[src/source/hist_settings.svh]
`ifndef HIST_SETTINGS_SVH
`define HIST_SETTINGS_SVH

// bin index width, 16 bins per pixel.
`define HIST_BIN_BITS 4
// pixel index width, 4 pixels.
`define HIST_PIX_BITS 2
// count width, saturates at 63.
`define HIST_COUNT_W 6
`define HIST_ACQS 3     // acquisitions summed per frame.
`define HIST_CREDITS 4  // words the consumer can buffer.

`define HIST_ADDR_W (`HIST_PIX_BITS + `HIST_BIN_BITS)

// event payload below the kind bit, one spare bit keeps padding in both views.
`define HIST_EV_PAY_W (((`HIST_BIN_BITS > `HIST_PIX_BITS + 1) ? \
                        `HIST_BIN_BITS : `HIST_PIX_BITS + 1) + 1)

`endif

[src/source/hist_pkg.sv]
package hist_pkg;

`include "hist_settings.svh"

    typedef enum logic {
        EV_HIT    = 1'b0,
        EV_MARKER = 1'b1
    } event_kind_t;

    typedef struct packed {
        event_kind_t                                  kind;
        logic [`HIST_EV_PAY_W-`HIST_BIN_BITS-1:0]     pad;
        logic [`HIST_BIN_BITS-1:0]                    bin;
    } hit_view_t;

    typedef struct packed {
        event_kind_t                                  kind;
        logic [`HIST_EV_PAY_W-`HIST_PIX_BITS-2:0]     pad;
        logic                                         eoa;   // end of acquisition.
        logic [`HIST_PIX_BITS-1:0]                    pixel;
    } marker_view_t;

    // same word, seen as a hit by the accumulator and as a marker by the FSM.
    typedef union packed {
        hit_view_t    hit;
        marker_view_t marker;
    } event_word_t;

    typedef struct packed {
        logic [`HIST_PIX_BITS-1:0] pixel;
        logic [`HIST_BIN_BITS-1:0] bin;
    } bin_addr_t;

    typedef logic [`HIST_COUNT_W-1:0] bin_count_t;

endpackage

[src/source/bin_mem_if.sv]
`timescale 1ns/1ps

interface bin_mem_if;
    import hist_pkg::*;

    logic       rd_en;
    bin_addr_t  rd_addr;
    bin_count_t rd_data;   // valid one cycle after rd_en.
    logic       wr_en;
    bin_addr_t  wr_addr;
    bin_count_t wr_data;

    modport client (
        output rd_en,
        output rd_addr,
        input  rd_data,
        output wr_en,
        output wr_addr,
        output wr_data
    );

    modport memory (
        input  rd_en,
        input  rd_addr,
        output rd_data,
        input  wr_en,
        input  wr_addr,
        input  wr_data
    );

endinterface

[src/source/hist_ctrl.sv]
`timescale 1ns/1ps
`include "hist_settings.svh"

module hist_ctrl (
    input  logic                      clk,
    input  logic                      res,
    input  logic                      ev_valid,
    input  hist_pkg::event_word_t     ev_word,
    input  logic                      clear_done,
    input  logic                      acc_busy,
    input  logic                      ro_done,
    output logic                      accepting,
    output logic [`HIST_PIX_BITS-1:0] cur_pixel,
    output logic                      ro_select,
    output logic                      ro_start,
    output logic                      frame_done
);
    import hist_pkg::*;

    localparam logic [1:0] ST_CLEAR   = 2'd0;  // sweep running, or frame just ended.
    localparam logic [1:0] ST_ACCUM   = 2'd1;
    localparam logic [1:0] ST_DRAIN   = 2'd2;  // wait for the accumulator pipeline.
    localparam logic [1:0] ST_READOUT = 2'd3;

    logic [1:0]                        state;
    logic [$clog2(`HIST_ACQS + 1)-1:0] acq_cnt;
    logic                              marker_taken;

    assign marker_taken = ev_valid && accepting && (ev_word.marker.kind == EV_MARKER);

    always_ff @(posedge clk or negedge res) begin
        if (!res) begin
            state      <= ST_CLEAR;
            acq_cnt    <= '0;
            accepting  <= 1'b0;
            cur_pixel  <= '0;
            ro_select  <= 1'b0;
            ro_start   <= 1'b0;
            frame_done <= 1'b0;
        end else begin
            ro_start   <= 1'b0;
            frame_done <= 1'b0;
            case (state)
                ST_CLEAR: begin
                    if (clear_done) begin
                        accepting <= 1'b1;
                        state     <= ST_ACCUM;
                    end
                end
                ST_ACCUM: begin
                    if (marker_taken) begin
                        cur_pixel <= ev_word.marker.pixel;
                        if (ev_word.marker.eoa) begin
                            if (acq_cnt == `HIST_ACQS - 1) begin
                                acq_cnt   <= '0;
                                accepting <= 1'b0;  // last acquisition of the frame.
                                state     <= ST_DRAIN;
                            end else begin
                                acq_cnt <= acq_cnt + 1'b1;
                            end
                        end
                    end
                end
                ST_DRAIN: begin
                    if (!acc_busy) begin
                        ro_select <= 1'b1;  // memory goes to the readout.
                        ro_start  <= 1'b1;
                        state     <= ST_READOUT;
                    end
                end
                ST_READOUT: begin
                    if (ro_done) begin
                        ro_select  <= 1'b0;
                        frame_done <= 1'b1;
                        cur_pixel  <= '0;
                        state      <= ST_CLEAR;  // clear_done is still high, so one cycle.
                    end
                end
                default: state <= ST_CLEAR;
            endcase
        end
    end

endmodule

[src/source/bin_accumulator.sv]
`timescale 1ns/1ps
`include "hist_settings.svh"

module bin_accumulator (
    input  logic                      clk,
    input  logic                      res,
    input  logic                      hit_valid,
    input  hist_pkg::event_word_t     ev_word,
    input  logic [`HIST_PIX_BITS-1:0] cur_pixel,
    output logic                      acc_busy,
    bin_mem_if.client                 mem
);
    import hist_pkg::*;

    logic       hit_take;
    bin_addr_t  hit_addr;

    logic       s1_valid;   // read issued, data arrives this cycle.
    bin_addr_t  s1_addr;
    logic       s2_valid;   // new count, written at the next edge.
    bin_addr_t  s2_addr;
    bin_count_t s2_count;
    logic       s3_valid;   // write that landed at the edge s1 was read.
    bin_addr_t  s3_addr;
    bin_count_t s3_count;

    bin_count_t base;
    bin_count_t next_count;

    assign hit_take = hit_valid && (ev_word.hit.kind == EV_HIT);
    assign hit_addr = {cur_pixel, ev_word.hit.bin};

    assign mem.rd_en   = hit_take;
    assign mem.rd_addr = hit_addr;

    // the memory returns the old count on a collision, so take the newest one in flight.
    always_comb begin
        if (s2_valid && (s2_addr == s1_addr)) begin
            base = s2_count;
        end else if (s3_valid && (s3_addr == s1_addr)) begin
            base = s3_count;
        end else begin
            base = mem.rd_data;
        end
        next_count = (base == '1) ? base : base + 1'b1;  // holds at max.
    end

    always_ff @(posedge clk or negedge res) begin
        if (!res) begin
            s1_valid <= 1'b0;
            s2_valid <= 1'b0;
            s3_valid <= 1'b0;
        end else begin
            s1_valid <= hit_take;
            s2_valid <= s1_valid;
            s3_valid <= s2_valid;
        end
    end

    always_ff @(posedge clk) begin
        s1_addr  <= hit_addr;
        s2_addr  <= s1_addr;
        s2_count <= next_count;
        s3_addr  <= s2_addr;
        s3_count <= s2_count;
    end

    assign mem.wr_en   = s2_valid;
    assign mem.wr_addr = s2_addr;
    assign mem.wr_data = s2_count;

    assign acc_busy = s1_valid | s2_valid;

endmodule

[src/source/bin_memory.sv]
`timescale 1ns/1ps
`include "hist_settings.svh"

module bin_memory (
    input  logic       clk,
    input  logic       res,
    input  logic       ro_select,
    bin_mem_if.memory  acc,
    bin_mem_if.memory  ro,
    output logic       clear_done
);
    import hist_pkg::*;

    bin_count_t ram [0:(1 << `HIST_ADDR_W)-1];

    logic                    clearing;
    logic [`HIST_ADDR_W-1:0] clr_addr;

    logic       rd_en;
    bin_addr_t  rd_addr;
    bin_count_t rd_q;
    logic       wr_en;
    bin_addr_t  wr_addr;
    bin_count_t wr_data;

    always_comb begin
        if (ro_select) begin
            rd_en   = ro.rd_en;
            rd_addr = ro.rd_addr;
            wr_en   = ro.wr_en;
            wr_addr = ro.wr_addr;
            wr_data = ro.wr_data;
        end else begin
            rd_en   = acc.rd_en;
            rd_addr = acc.rd_addr;
            wr_en   = acc.wr_en;
            wr_addr = acc.wr_addr;
            wr_data = acc.wr_data;
        end
    end

    // one address per cycle after reset.
    always_ff @(posedge clk or negedge res) begin
        if (!res) begin
            clearing   <= 1'b1;
            clr_addr   <= '0;
            clear_done <= 1'b0;
        end else if (clearing) begin
            clr_addr <= clr_addr + 1'b1;
            if (clr_addr == '1) begin
                clearing   <= 1'b0;
                clear_done <= 1'b1;
            end
        end
    end

    always_ff @(posedge clk) begin
        if (clearing) begin
            ram[clr_addr] <= '0;
        end else if (wr_en) begin
            ram[wr_addr] <= wr_data;
        end
        if (rd_en) begin
            rd_q <= ram[rd_addr];  // old data on a same-address write.
        end
    end

    assign acc.rd_data = rd_q;
    assign ro.rd_data  = rd_q;

endmodule

[src/source/hist_readout.sv]
`timescale 1ns/1ps
`include "hist_settings.svh"

module hist_readout (
    input  logic                      clk,
    input  logic                      res,
    input  logic                      ro_start,
    input  logic                      credit_return,
    bin_mem_if.client                 mem,
    output logic                      rd_valid,
    output logic [`HIST_PIX_BITS-1:0] rd_pixel,
    output logic [`HIST_BIN_BITS-1:0] rd_bin,
    output hist_pkg::bin_count_t      rd_count,
    output logic                      ro_done
);
    import hist_pkg::*;

    logic                                 active;
    logic [`HIST_ADDR_W-1:0]              addr;
    logic [$clog2(`HIST_CREDITS + 1)-1:0] credits;
    logic                                 issue;
    logic                                 s_valid;  // read data arrives this cycle.
    bin_addr_t                            s_addr;

    // a credit is spent at the read, so words in flight are covered too.
    assign issue = active && (credits != '0);

    assign mem.rd_en   = issue;
    assign mem.rd_addr = addr;
    assign mem.wr_en   = s_valid;  // zero lands with rd_valid.
    assign mem.wr_addr = s_addr;
    assign mem.wr_data = '0;

    always_ff @(posedge clk or negedge res) begin
        if (!res) begin
            active   <= 1'b0;
            addr     <= '0;
            credits  <= `HIST_CREDITS;
            s_valid  <= 1'b0;
            rd_valid <= 1'b0;
            ro_done  <= 1'b0;
        end else begin
            if (ro_start) begin
                active <= 1'b1;
                addr   <= '0;
            end else if (issue) begin
                addr <= addr + 1'b1;
                if (addr == '1) begin
                    active <= 1'b0;  // last bin of the last pixel.
                end
            end
            credits  <= credits - issue + credit_return;
            s_valid  <= issue;
            rd_valid <= s_valid;
            ro_done  <= s_valid && (s_addr == '1);
        end
    end

    always_ff @(posedge clk) begin
        s_addr <= addr;
        if (s_valid) begin
            rd_count <= mem.rd_data;
            rd_pixel <= s_addr.pixel;
            rd_bin   <= s_addr.bin;
        end
    end

endmodule

[src/source/hist_top.sv]
`timescale 1ns/1ps
`include "hist_settings.svh"

module hist_top (
    input  logic                      clk,
    input  logic                      res,
    input  logic                      ev_valid,
    input  hist_pkg::event_word_t     ev_word,
    output logic                      accepting,
    output logic                      rd_valid,
    output logic [`HIST_PIX_BITS-1:0] rd_pixel,
    output logic [`HIST_BIN_BITS-1:0] rd_bin,
    output hist_pkg::bin_count_t      rd_count,
    input  logic                      credit_return,
    output logic                      frame_done
);

    logic                      hit_valid;
    logic                      clear_done;
    logic                      acc_busy;
    logic                      ro_select;
    logic                      ro_start;
    logic                      ro_done;
    logic [`HIST_PIX_BITS-1:0] cur_pixel;

    bin_mem_if acc_port ();
    bin_mem_if ro_port ();

    assign hit_valid = ev_valid & accepting;  // no back-pressure, late events drop.

    hist_ctrl i_hist_ctrl (
        .clk        (clk),
        .res        (res),
        .ev_valid   (ev_valid),
        .ev_word    (ev_word),
        .clear_done (clear_done),
        .acc_busy   (acc_busy),
        .ro_done    (ro_done),
        .accepting  (accepting),
        .cur_pixel  (cur_pixel),
        .ro_select  (ro_select),
        .ro_start   (ro_start),
        .frame_done (frame_done)
    );

    bin_accumulator i_bin_accumulator (
        .clk       (clk),
        .res       (res),
        .hit_valid (hit_valid),
        .ev_word   (ev_word),
        .cur_pixel (cur_pixel),
        .acc_busy  (acc_busy),
        .mem       (acc_port.client)
    );

    bin_memory i_bin_memory (
        .clk        (clk),
        .res        (res),
        .ro_select  (ro_select),
        .acc        (acc_port.memory),
        .ro         (ro_port.memory),
        .clear_done (clear_done)
    );

    hist_readout i_hist_readout (
        .clk           (clk),
        .res           (res),
        .ro_start      (ro_start),
        .credit_return (credit_return),
        .mem           (ro_port.client),
        .rd_valid      (rd_valid),
        .rd_pixel      (rd_pixel),
        .rd_bin        (rd_bin),
        .rd_count      (rd_count),
        .ro_done       (ro_done)
    );

endmodule

[config.mk]
export PLATFORM = sky130hd
export DESIGN_NAME = hist_top
export DESIGN_NICKNAME = d
export VERILOG_FILES = /design/src/source/hist_pkg.sv /design/src/source/bin_mem_if.sv /design/src/source/hist_ctrl.sv /design/src/source/bin_accumulator.sv /design/src/source/bin_memory.sv /design/src/source/hist_readout.sv /design/src/source/hist_top.sv
export VERILOG_INCLUDE_DIRS = /design/src /design/src/source
export SDC_FILE = /design/constraint.sdc
export NUM_CORES = 1
export LEC_CHECK = 0
export BUFFER_PORTS_ARGS = -buffer_cell sky130_fd_sc_hd__buf_4
export CAP_MARGIN = 15
export CORE_UTILIZATION = 45
export CTS_BUF_LIST = sky130_fd_sc_hd__clkbuf_4 sky130_fd_sc_hd__clkbuf_8
export DETAILED_ROUTE_END_ITERATION = 8
export GPL_ROUTABILITY_DRIVEN = 0
export GPL_TIMING_DRIVEN = 0
export SETUP_SLACK_MARGIN = 0.5
export SYNTH_ARGS = -nofsm -noshare
export SYNTH_HDL_FRONTEND = slang
export SYNTH_SLANG_ARGS = --single-unit
[constraint.sdc]
create_clock -name clk -period 9.5 [get_ports clk]
set_input_delay 1.9 -clock clk [delete_from_list [all_inputs] [get_ports clk]]
set_output_delay 1.9 -clock clk [all_outputs]
set_load 0.01 [all_outputs]
### Word level (Yosys, flattened, before mapping)

Memories as Yosys holds them, arrays and structs flattened. A register that Yosys moved wholly into a read port is not among the register bits.
Index checks and enable logic that the tools add are counted.

* bits of input ports: 10
* output and inout bits: 15
* RAM bits: 384
* register bits: 82
* memories: 1

* multiplexer cells: 45
* $add $sub $neg: 6
* eq/ne operators: 16
* bitwise gates (word level): 3
* reduce and logical (&&, ||, !) cells: 22

Memory list
* i_bin_memory.ram: depth 64, bits a word 6, rd ports 1, clocked after Yosys merged registers in 1, write ports 1, RTL line bin_memory.sv:14 `` bin_count_t ram [0:(1 << `HIST_ADDR_W)-1]; ``

Operators by type and width (count)
* $mux W6: 10
* $eq A6 B6 Y1 const B: 4
* $mux W1: 23
* $add A6 B1 Y6 const B: 3
* $mux W2: 8
* $eq A6 B6 Y1: 2
* $reduce_bool A2 Y1: 5
* $reduce_and A3 Y1: 3
* $ne A2 B1 Y1 const B: 4
* $pmux W2 S4: 1
* $logic_and A1 B1 Y1: 7
* $eq A2 B2 Y1 const B: 3
* $reduce_and A6 Y1: 1
* $reduce_or A6 Y1: 1
* $reduce_and A5 Y1: 1
* $ne A2 B2 Y1 const B: 2
* $pmux W1 S2: 2
* $pmux W2 S2: 1
* $reduce_and A2 Y1: 2
* $add A3 B1 Y3: 1
* $reduce_bool A3 Y1: 1
* $sub A3 B1 Y3: 1
* $add A2 B1 Y2 const B: 1
* $eq A2 B1 Y1 const B: 1
* other kinds (4): 4

### Depth between registers and ports, before layout

Gate-level depths: netlist of run 1.

* depth in word-level cells: 6
* gate-level depth with buffers: 11

### Hierarchy

Synthesis of run 1 repeated with hierarchy kept, for this count alone.

* cells, all modules: 1838
* area, all modules: 22153.7 um^2

Modules (own cells, without submodules)
* bin_memory: instances 1, area an instance 19235.9 um^2, cells each 1597
* bin_accumulator: instances 1, area an instance 1222.4 um^2, cells each 108
* hist_readout: instances 1, area an instance 1143.6 um^2, cells each 77
* hist_ctrl: instances 1, area an instance 545.5 um^2, cells each 55
* hist_top: instances 1, area an instance 6.3 um^2, cells each 1

### Worst setup path before layout of run 1

Ideal clock, no wire load.

* path type: register to register
* start point: register i_hist_ctrl.ro_select
* end point: memory i_bin_memory.ram[0][3] (netlist bit), data pin
* library setup time: 865 ps
* clock period less this slack: 5237 ps
* setup slack: 4263 ps
* arrival time: 4372 ps
* cell stages (with the launch flop): 5
* cells stage by stage: dfrtp_1 buf_6 buf_6 buf_2 nor4_1

* cells in the longest elaborated chain, start to end: 6
* elaborated cells between the ends (all ways): 7
* those cells by class: mux: 6; reduce/logical: 1

RTL lines
* from (decl): RTL line hist_ctrl.sv:14 `output logic ro_select,`
* from (signal assigned): RTL line hist_ctrl.sv:37 `ro_select <= 1'b0;`
* from (signal assigned): RTL line hist_ctrl.sv:66 `ro_select <= 1'b1;`
* from (signal assigned): RTL line hist_ctrl.sv:73 `ro_select <= 1'b0;`
* $mux W1: RTL line bin_memory.sv:27 `if (ro_select) begin`
* $mux W1: RTL line bin_memory.sv:60 `end else if (wr_en) begin`
* $mux W1: RTL line bin_memory.sv:58 `if (clearing) begin`
* $mux W1 (implied by the code): RTL line bin_memory.sv:61 `ram[wr_addr] <= wr_data;`
* $reduce_or A6 Y1 (no source line)
* $mux W6 (no source line) *
* to (decl): RTL line bin_memory.sv:14

Mark *: on every way between the ends. The rest lies on a longest branch, timed or not.

### Worst setup path in the final report of run 1

* start point: input ev_word[1] (netlist bit)
* end point: register i_bin_memory.rd_q[4], in the netlist i_bin_memory.acc.rd_data[4], read port of i_bin_memory.ram, data pin

* cells in the longest elaborated chain, start to end: 1

RTL lines
* from (decl): RTL line hist_top.sv:8 `input hist_pkg::event_word_t ev_word,`
* $mux W6: RTL line bin_memory.sv:27
* to (decl): RTL line bin_memory.sv:21 `bin_count_t rd_q;`

Every way passes these cells.
A chain may end at the register's enable or synchronous reset.

==> results of run 1 <==
==> flip-flops by register name, indices dropped and copies added (netlist names), 2 cells and up <==
name and cells:
i_bin_memory.ram 384, i_bin_accumulator.mem.wr_addr 6, i_bin_accumulator.mem.wr_data 6, i_bin_accumulator.s1_addr 6, i_bin_accumulator.s3_addr 6, i_bin_accumulator.s3_count 6, i_bin_memory.acc.rd_data 6, i_bin_memory.clr_addr 6
i_hist_readout.mem.rd_addr 6, i_hist_readout.mem.wr_addr 6, i_hist_readout.rd_count 6, i_hist_readout.rd_bin 4, i_hist_readout.credits 3, i_hist_ctrl.acq_cnt 2, i_hist_ctrl.cur_pixel 2, i_hist_ctrl.state 2
i_hist_readout.rd_pixel 2
==> power by group <==
part           switching (W)  internal [W]  total [W]  leakage [nW]
Combinational      0.0000752     0.0000458   0.000121          2.13
Sequential        0.00000655       0.00223    0.00224          3.59
Clock               0.000786      0.000947    0.00173         0.801
==> cell usage after synthesis, types with 2 or more instances <==
cell and number:
mux2_4 2, nor3_1 8, xor2_1 5, nor2b_1 3, or3_1 2, mux2_2 8, nor2_1 100, nand4_1 29
inv_1 16, buf_6 5, buf_2 19, buf_4 7, mux4_2 47, o21ai_1 4, clkbuf_1 13, nor4_1 2
a221oi_1 36, mux2i_1 86, ha_1 9, a21o_1 8, a31oi_1 14, dfxtp_1 36, o21ai_0 12, nand3_1 39
dfrtp_1 32, edfxtp_1 402, nand2b_1 5, and2_1 5, xnor2_1 21, a22oi_1 12, and3_1 7, nand2_1 76
o2111ai_1 5, dfstp_2 2, a21oi_1 17, nor3b_1 3, a22o_1 5
==> cell type report <==
type | count | area share
Tap cell | 532 | 0.03141
Multi-Input combinational cell | 595 | 0.2230
Clock buffer | 101 | 0.05940
Timing Repair Buffer | 38 | 0.01600
Inverter | 16 | 0.002834
Buffer | 45 | 0.01211
Sequential cell | 472 | 0.6440
Clock inverter | 33 | 0.01122
==> worst paths after layout <==
| path | start | to | slack, ns | depth (start not counted) |
|---|---|---|---|---|
| hold / removal | i_bin_accumulator.mem.wr_data[3] | i_bin_accumulator.s3_count[3] | 0.36 | 0 |
| min in group asynchronous | res | i_bin_memory.clr_addr[5] | 1.23 | 1 |
| setup / recovery | ev_word[1] | i_bin_memory.acc.rd_data[4] | 5.22 | 7 |
| hold reg to reg | i_bin_accumulator.mem.wr_data[3] | i_bin_accumulator.s3_count[3] | 0.36 | 0 |
| max in group asynchronous | res | i_hist_readout.credits[2] | 7.92 | 1 |
| setup reg to reg | i_hist_readout.mem.wr_en | i_bin_memory.ram[20][0] | 5.31 | 7 |
==> per-stage QoR <==
stage	instances	cell area [sq um]	setup WS, ns
6_report	1832	21190	5.221
5_1_grt	1832	21190	4.982
4_1_cts	1832	21190	5.338
3_5_place_dp	1698	19690	4.680
3_3_place_gp	1683	19510	-0.4998
2_1_floorplan	1128	18670	4.263
==> cell usage in the layout, fill, tap and decap left out, types with 6 or more instances in the layout <==
master,Yosys,final
a21oi_1,17,17
clkinv_2,0,12
inv_1,16,16
clkbuf_4,0,21
nand2_1,76,76
ha_1,9,9
a31oi_1,14,14
mux4_2,47,47
clkinv_1,0,14
buf_6,5,6
nor3_1,8,8
dfrtp_1,32,32
nor2_1,100,100
a22oi_1,12,12
clkbuf_1,13,13
clkbuf_8,0,80
a221oi_1,36,36
and3_1,7,7
edfxtp_1,402,402
buf_4,7,40
o21ai_0,12,12
nand3_1,39,39
a21o_1,8,8
nand4_1,29,29
mux2i_1,86,86
dfxtp_1,36,36
mux2_2,8,8
buf_2,19,19
xnor2_1,21,21
==> layer usage <==
layer	global-route usage	vias to the layer above	routed length [um]
li1	-	4681	-
met1	0.2956	5268	19040
met2	0.3416	444	20590
met3	0.05179	99	3464
met4	0.07116	0	1291
met5	0	-	0
==> logic make-up (layout without fill, tap and decap cells) <==
kind of cell / count (synthesis) / count (layout) / share of synthesized area
AOI/OAI and AO/OA: 124 / 124 / 0.04939
DFF: 472 / 472 / 0.7309
adders and majority gates: 10 / 10 / 0.007104
and+or+nand+nor: 291 / 291 / 0.07305
xor gates and xnor gates: 26 / 26 / 0.01220
buffers and inverters: 61 / 233 / 0.01695
muxes: 144 / 144 / 0.1104
==> critical path, cell delays in order <==
cell      delay, ns
buf_4          0.14
mux2i_1        0.67
clkbuf_1       0.62
mux4_2         0.46
a22o_1         0.25
a221oi_1       0.23
nand4_1        0.29
==> impl_metrics.py, run 1 <==
metrics = {
    "clock_network": {
        "cts_setup_buffers": 0,
        "cts-resized-gates": 0,
        "cts_tree": "yes",
        "cts_hold_buf": 0,
        "cts.sinks": 472,
        "root_buffer": "clkbuf_8",
        "clk_latency_ns": 0.62,
        "htree_levels": 3,
        "clk_pin_slew_ns": 0.06,
        "cts_buffer_depth": 3,
        "cts_buffers": 75,
    },
    "grt": {
        "grt_usage": 0.2166,
        "grt_antenna_before_repair": 0,
        "grt_pass1_wl_um": 66080,
        "grt_pass1_vias": 10460,
        "grt_start_max_net_pins": 45,
        "grt-ovfl-total": 0,
    },
    "cells_and_area": {
        "register_area_sq_mm": 0.01365,
        "multi_input_area_sq_mm": 0.004726,
        "utilization": 0.5189,
        "nets": 1263,
        "nFillCells": 3354,
        "syn_to_final_growth_pct": 13.49,
        "diodes": 0,
        "drive_gt1_frac": 0.2015,
    },
    "yosys": {
        "netlist_instances": 1128,
        "synth-main-ff-cell": "edfxtp_1",
        "synthTopCellsByArea": "edfxtp_1 (65%), mux4_2 (5.7%), mux2i_1 (4.6%)",
        "yosys_warnings": 0,
        "synth_nets": 1148,
        "seq_area_frac_synth": 0.7309,
        "async_flop_share": 0.07203,
        "ys_types": 63,
        "synth.cell_area_sq_mm": 0.01867,
        "yosys.area.top_type_share": 0.6466,
        "synth_seq_cells": 472,
        "synth_edf_count": 402,
        "synth_area_leader_cell": "edfxtp_1",
        "avgSynthCellArea_sq_um": 16.55,
    },
    "timing": {
        "hold_viol_final": 0,
        "period_minus_slack_ns": 4.279,
        "setup_viol": 0,
        "worst_slew_pin_slew_ns": 1.009,
        "fin_crit_sh": 0.4504,
        "finalSetupTns_ns": 0,
        "maxSlewHeadroom": 0.3221,
        "hold_ws_ns": 0.3557,
        "clock_skew_ns": 0.02451,
        "fmax_mhz": 233.7,
        "rsz0062_at_grt": "no",
        "drv_slew": 0,
    },
    "worst_setup_path": {
        "crit_required_ns": 9.77,
        "critPathKind": "input port to flop",
        "critical_path.max_fanout": 10,
        "cp-start-kind": "input port",
        "cp-end-kind": "flop",
        "arrival_ns": 4.55,
    },
    "worst_hold_path": {
        "worstHoldPathType": "flop to flop",
    },
    "flow_run": {
        "cap_violations": 0,
    },
    "detailed_routing": {
        "drt-wirelength-per-cell_um": 24.23,
        "vias_per_cell": 5.727,
        "drtIter0Drc": 818,
        "drc": 0,
        "drtAntennaViolNets": 0,
        "wl_um": 44390,
        "vias": 10490,
        "drt_pre_antenna_iters": 8,
    },
    "power": {
        "total_power_w": 0.004090,
        "power_density_mw_per_mm2": 193.0,
        "ir_worst_vdd_mv": 0.1147,
        "leakage_nw": 6.519,
    },
    "floorplan": {
        "rows": 74,
        "initial_core_util": 0.4573,
        "die_area_sq_mm": 0.04231,
        "die_x_um": 205.7,
        "die_h_um": 205.7,
        "coreArea_sq_mm": 0.04083,
        "pin_count": 25,
    },
    "place": {
        "hpwl_um": 31190,
        "portBuffers": 23,
    },
    "status": {
        "status": "completed",
    },
}
No activity file was read; power rests on OpenSTA's default activity.
==> run 2, diff against run 1 <==
==> constraint.sdc (replaced) <==
create_clock -name clk -period 4.4 [get_ports clk]
set_input_delay 0.88 -clock clk [delete_from_list [all_inputs] [get_ports clk]]
set_output_delay 0.88 -clock clk [all_outputs]
set_load 0.01 [all_outputs]
==> run 2 against run 1 <==
Compared with the run above: core utilization up 0.28 points; highest routed layer unchanged; critical endpoint is now i_bin_memory.ram[30][5]; sequential cell count unchanged; routed wire length up 0.55%.
==> impl_metrics.py, run 2 (same netlist as run 1, synthesis figures left out) <==
metrics = {
    "power": {
        "power_density_mw_per_mm2": 414.0,
        "leakage_nw": 6.553,
        "ir_worst_vdd_mv": 0.2474,
    },
    "worst_setup_path": {
        "critPathKind": "flop to flop",
        "crit_required_ns": 4.66,
        "cp-end-kind": "flop",
        "arrival_ns": 3.97,
        "critical_path.max_fanout": 15,
        "cp-start-kind": "flop",
        "regToRegEndpoint": "i_bin_memory.ram[30][5]",
        "crit-reg2reg-launch": "i_hist_readout.mem.wr_en",
        "reg2reg_slack_ns": 0.68,
        "r2r_cells": 7,
    },
    "status": {
        "status": "completed",
    },
    "clock_network": {
        "htree_levels": 3,
        "cts_hold_buf": 0,
        "cts_tree": "yes",
        "cts.sinks": 472,
        "cts_buffers": 75,
        "cts_buffer_depth": 3,
        "root_buffer": "clkbuf_8",
        "clk_pin_slew_ns": 0.06,
        "clk_latency_ns": 0.63,
    },
    "detailed_routing": {
        "wl_met2_um": 20440,
        "drc": 0,
        "dr_wl_met3_um": 3440,
        "top_layer_used": "met4",
        "vias_per_cell": 5.727,
        "drtIter0Drc": 839,
        "vias": 10540,
        "drt_pre_antenna_iters": 5,
        "wl_um": 44630,
        "drtAntennaViolNets": 0,
        "drt-wirelength-per-cell_um": 24.25,
        "wirelength_met1_um": 19120,
    },
    "cells_and_area": {
        "largest_register_ffs": 384,
        "diodes": 0,
        "utilization": 0.5218,
        "regMostFlops": "i_bin_memory.ram",
        "drive_gt1_frac": 0.2217,
        "final_common_cell": "edfxtp_1",
        "most-common-layout-cells": "edfxtp_1 (402), nor2_1 (84), mux2i_1 (84), clkbuf_8 (80), nand2_1 (76)",
        "nets": 1271,
        "syn_to_final_growth_pct": 14.11,
    },
    "timing": {
        "maxSlewHeadroom": 0.3083,
        "setup_slack_ns": 0.6807,
        "period_minus_slack_ns": 3.719,
        "worst_slew_pin_slew_ns": 1.029,
        "rsz0062_at_grt": "yes",
        "fmax_mhz": 268.9,
        "drv_slew": 0,
        "hold_viol_final": 0,
        "setup_viol": 0,
        "fin_crit_sh": 0.8453,
        "clock_skew_ns": 0.02256,
    },
    "grt": {
        "grt_pass1_wl_um": 66790,
        "grt_antenna_before_repair": 0,
        "grt_start_max_net_pins": 45,
        "grt-ovfl-total": 0,
        "grt_usage": 0.2185,
        "grt_pass1_vias": 10560,
    },
    "floorplan": {
        "pin_count": 25,
        "die_h_um": 205.7,
        "die_area_sq_mm": 0.04231,
        "rows": 74,
        "die_x_um": 205.7,
        "initial_core_util": 0.4573,
        "coreArea_sq_mm": 0.04083,
    },
    "flow_run": {
        "cap_violations": 0,
    },
    "place": {
        "hpwl_um": 31190,
        "portBuffers": 23,
        "pre_cts_ws_ns": 0.2547,
    },
    "worst_hold_path": {
        "worstHoldPathType": "input port to asynchronous set/reset pin",
    },
}
run 2: repair_timing:
| item | CTS | global route |
|---|---|---|
| gates resized for setup | 16 | 4 |
| endpoints found under the setup margin | 210 | 336 |
| setup buffers | 8 | 0 |
| pin swaps | 5 | 0 |
run 2: cell type report:
| cell class | instances | area [sq um] |
|---|---|---|
| Buffer | 45 | 256.5 |
| Clock inverter | 33 | 237.7 |
| Tap cell | 532 | 665.6 |
| Sequential cell | 472 | 13650 |
| Clock buffer | 101 | 1259 |
| Fill cell | 3357 | 19530 |
| Multi-Input combinational cell | 595 | 4781 |
| Timing Repair Buffer | 46 | 399.1 |
| Inverter | 16 | 60.06 |
run 2: stage by stage:
stage	TNS [ns]	instances	hold slack, ns	instance area, sq um	total power [W]
2_1_floorplan	-107.16	1128	0.3308	18670	0.005093
3_3_place_gp	-635.96	1683	0.3473	19510	0.005176
3_5_place_dp	0	1698	0.3555	19690	0.005182
4_1_cts	0	1840	0.1976	21290	0.008898
5_1_grt	0	1840	0.2274	21300	0.009107
6_report	0	1840	0.2177	21300	0.008820
run 2: worst max-delay path, cell delays in order (launching register included):
cell and delay, ns:
dfrtp_1 0.71, mux2i_2 0.32, nor2_1 0.34, buf_2 0.28
nor2_1 0.09, a21oi_2 0.43, nand4_1 0.55, nor2_1 0.64
run 2: worst max path at each step:
stage                                         from                 endpoint  slack [ns]  depth (start not counted)
after floorplan              i_hist_ctrl.ro_select   i_bin_memory.ram[0][3]       -0.84                          4
after global placement    i_hist_readout.mem.wr_en   i_bin_memory.ram[4][3]       -5.60                          2
after detailed placement  i_hist_readout.mem.wr_en  i_bin_memory.ram[11][1]        0.25                          7
after CTS                 i_hist_readout.mem.wr_en  i_bin_memory.ram[14][0]        0.35                          7
after global routing      i_hist_readout.mem.wr_en   i_bin_memory.ram[5][5]        0.47                          8
final                     i_hist_readout.mem.wr_en  i_bin_memory.ram[30][5]        0.68                          7
run 2: routing by layer:
metal | global-route usage | up-vias
li1 | - | 4694
met5 | 0 | -
met2 | 0.3378 | 421
met3 | 0.05211 | 102
met1 | 0.2979 | 5321
met4 | 0.08757 | 0
run 2: where the power goes:
part           switching, W  internal (W)  total [W]  leakage (nW)
registers         0.0000142       0.00481    0.00483          3.59
logic              0.000162     0.0000989   0.000261          2.16
clock network       0.00169       0.00205    0.00373         0.801
==> run 3, diff against run 2 <==
==> constraint.sdc (replaced) <==
create_clock -name clk -period 3.2 [get_ports clk]
set_input_delay 0.64 -clock clk [delete_from_list [all_inputs] [get_ports clk]]
set_output_delay 0.64 -clock clk [all_outputs]
set_load 0.01 [all_outputs]
==> run 3 against run 2 <==
Compared with the run above: sequential share of layout area down 5.8 points; core utilization rose by 5.3 points; maximum frequency rose by 33%; global-route usage increased by 0.49 points; clock skew decreased by 0.0083 ns.
==> impl_metrics.py, run 3 (same netlist as run 1, synthesis figures left out) <==
metrics = {
    "status": {
        "status": "completed",
    },
    "worst_setup_path": {
        "crit_top_cell": "buf_4",
        "critical_path.max_fanout": 10,
        "cp-end-kind": "flop",
        "critPathKind": "flop to flop",
        "arrival_ns": 3.16,
        "cp_cell_sequence": "bufbuf_16 -> o32ai_4 -> buf_6 -> buf_4 -> buf_4 -> a221oi_2 -> a31oi_1 -> o2111ai_1 -> a21o_1",
        "startpoint": "i_hist_ctrl.ro_select",
        "critPathMaxStageDelay_ns": 0.47,
        "cp-start-kind": "flop",
        "critPathSlowestCell": "dfrtp_2",
        "crit-reg2reg-launch": "i_hist_ctrl.ro_select",
        "crit_required_ns": 3.56,
    },
    "cells_and_area": {
        "most-common-layout-cells": "edfxtp_1 (402), clkbuf_8 (80), buf_4 (70), nand2_1 (67)",
        "syn_to_final_growth_pct": 25.63,
        "drive_gt1_frac": 0.3798,
        "nets": 1316,
        "utilization": 0.5745,
        "nFillCells": 3117,
        "largest_register_ffs": 384,
        "regMostFlops": "i_bin_memory.ram",
        "diodes": 0,
        "final_common_cell": "edfxtp_1",
        "stdcell_count": 1888,
    },
    "timing": {
        "worst_slew_pin_slew_ns": 1.015,
        "drv_slew": 0,
        "maxSlewHeadroom": 0.3182,
        "finalSetupTns_ns": 0,
        "setup_viol": 0,
        "period_minus_slack_ns": 2.803,
        "rsz0062_at_grt": "yes",
        "hold_ws_ns": 0.1526,
        "fmax_mhz": 356.8,
        "hold_viol_final": 0,
        "fin_crit_sh": 0.8759,
        "clock_skew_ns": 0.01429,
    },
    "floorplan": {
        "initial_core_util": 0.4573,
        "die_x_um": 205.7,
        "die_area_sq_mm": 0.04231,
        "die_h_um": 205.7,
        "coreArea_sq_mm": 0.04083,
        "rows": 74,
        "pin_count": 25,
    },
    "grt": {
        "grt_start_max_net_pins": 49,
        "grt_antenna_before_repair": 0,
        "grt_pass1_vias": 10760,
        "grt-ovfl-total": 0,
        "grt_usage": 0.2234,
        "grt_util_met1": 0.3097,
        "use_met3": 0.04466,
        "busiest_layer": "met2",
        "grt_pass1_wl_um": 67990,
        "grtUsageMet2": 0.3517,
    },
    "clock_network": {
        "cts.sinks": 472,
        "clk_pin_slew_ns": 0.06,
        "root_buffer": "clkbuf_8",
        "clk_latency_ns": 0.64,
        "htree_levels": 3,
        "cts_buffer_depth": 3,
        "cts_tree": "yes",
        "cts_buffers": 77,
    },
    "detailed_routing": {
        "drt-wirelength-per-cell_um": 24.35,
        "drc": 0,
        "drt_pre_antenna_iters": 5,
        "wl_um": 45970,
        "vias_per_cell": 5.691,
        "vias": 10750,
        "drtAntennaViolNets": 0,
        "drtIter0Drc": 1007,
    },
    "power": {
        "ir_worst_vdd_mv": 0.3666,
        "power_density_mw_per_mm2": 521.6,
        "leakage_nw": 7.139,
    },
    "worst_hold_path": {
        "worstHoldPathType": "input port to flop",
        "hold_start": "ev_word[3]",
    },
    "place": {
        "portBuffers": 23,
        "dp.cells": 1693,
        "hpwl_um": 30100,
    },
    "flow_run": {
        "cap_violations": 0,
    },
}
==> run 3: critical path: cells and delay by family, from the launching register on <==
family                 cells  cell delay [ns]
buffers and inverters      4             0.85
AOI/OAI and AO/OA          5             1.19
DFF                        1             0.47
==> run 3: stage by stage <==
stage	setup slack (ns)	total power (W)	instance area [sq um]
after global routing	0.3730	0.01264	23460
after global placement	-3.226	0.007119	19520
after floorplan	-0.3411	0.007003	18680
final	0.3972	0.01223	23460
after detailed placement	-1.018	0.007132	19700
after CTS	0.3243	0.01226	22480
==> run 3: path summary, 6_finish.rpt <==
| kind | to | slack [ns] | cells after the start |
|---|---|---|---|
| worst max-delay path | i_bin_memory.acc.rd_data[0] | 0.40 | 9 |
| worst min-delay path | i_bin_accumulator.s1_addr[3] | 0.15 | 1 |
| worst max register to register | i_bin_memory.acc.rd_data[0] | 0.40 | 9 |
| worst min register to register | i_bin_accumulator.s3_count[3] | 0.35 | 0 |
| max in group asynchronous | i_hist_readout.mem.rd_addr[0] | 2.35 | 2 |
| min in group asynchronous | i_hist_ctrl.accepting | 0.50 | 2 |
==> run 3: layout make-up <==
| class | count | area, sq um | area share |
|---|---|---|---|
| clock inverters | 32 | 196.4 | 0.008375 |
| inverters | 16 | 60.06 | 0.002560 |
| plain buffers | 45 | 536.8 | 0.02288 |
| repair buffers | 89 | 907.1 | 0.03867 |
| well taps | 532 | 665.6 | 0.02838 |
| clock buffers | 107 | 1297 | 0.05532 |
| flip-flops and latches | 472 | 13670 | 0.5826 |
| multi-input cells | 595 | 6127 | 0.2612 |
==> run 3: what timing repair did <==
| item | in CTS | in global routing |
|---|---|---|
| resized for setup | 243 | 164 |
| hold endpoints to repair | 32 | 0 |
| cloned | 1 | 0 |
| endpoints found under the setup margin | 412 | 392 |
| pin swaps | 24 | 24 |
| buffers inserted | 36 | 18 |
| hold buffers | 1 | 0 |
==> run 3: power breakdown <==
group / internal [W] / switching, W / leakage [nW]
clock network: 0.00273 / 0.00238 / 0.790
logic: 0.000221 / 0.000267 / 2.77
registers: 0.00662 / 0.0000230 / 3.58
==> run 3: metal layers <==
layer | vias up | routed length [um]
met2 | 393 | 22060
met4 | 0 | 1450
met1 | 5441 | 19430
met5 | - | 0
met3 | 94 | 3026
li1 | 4817 | -
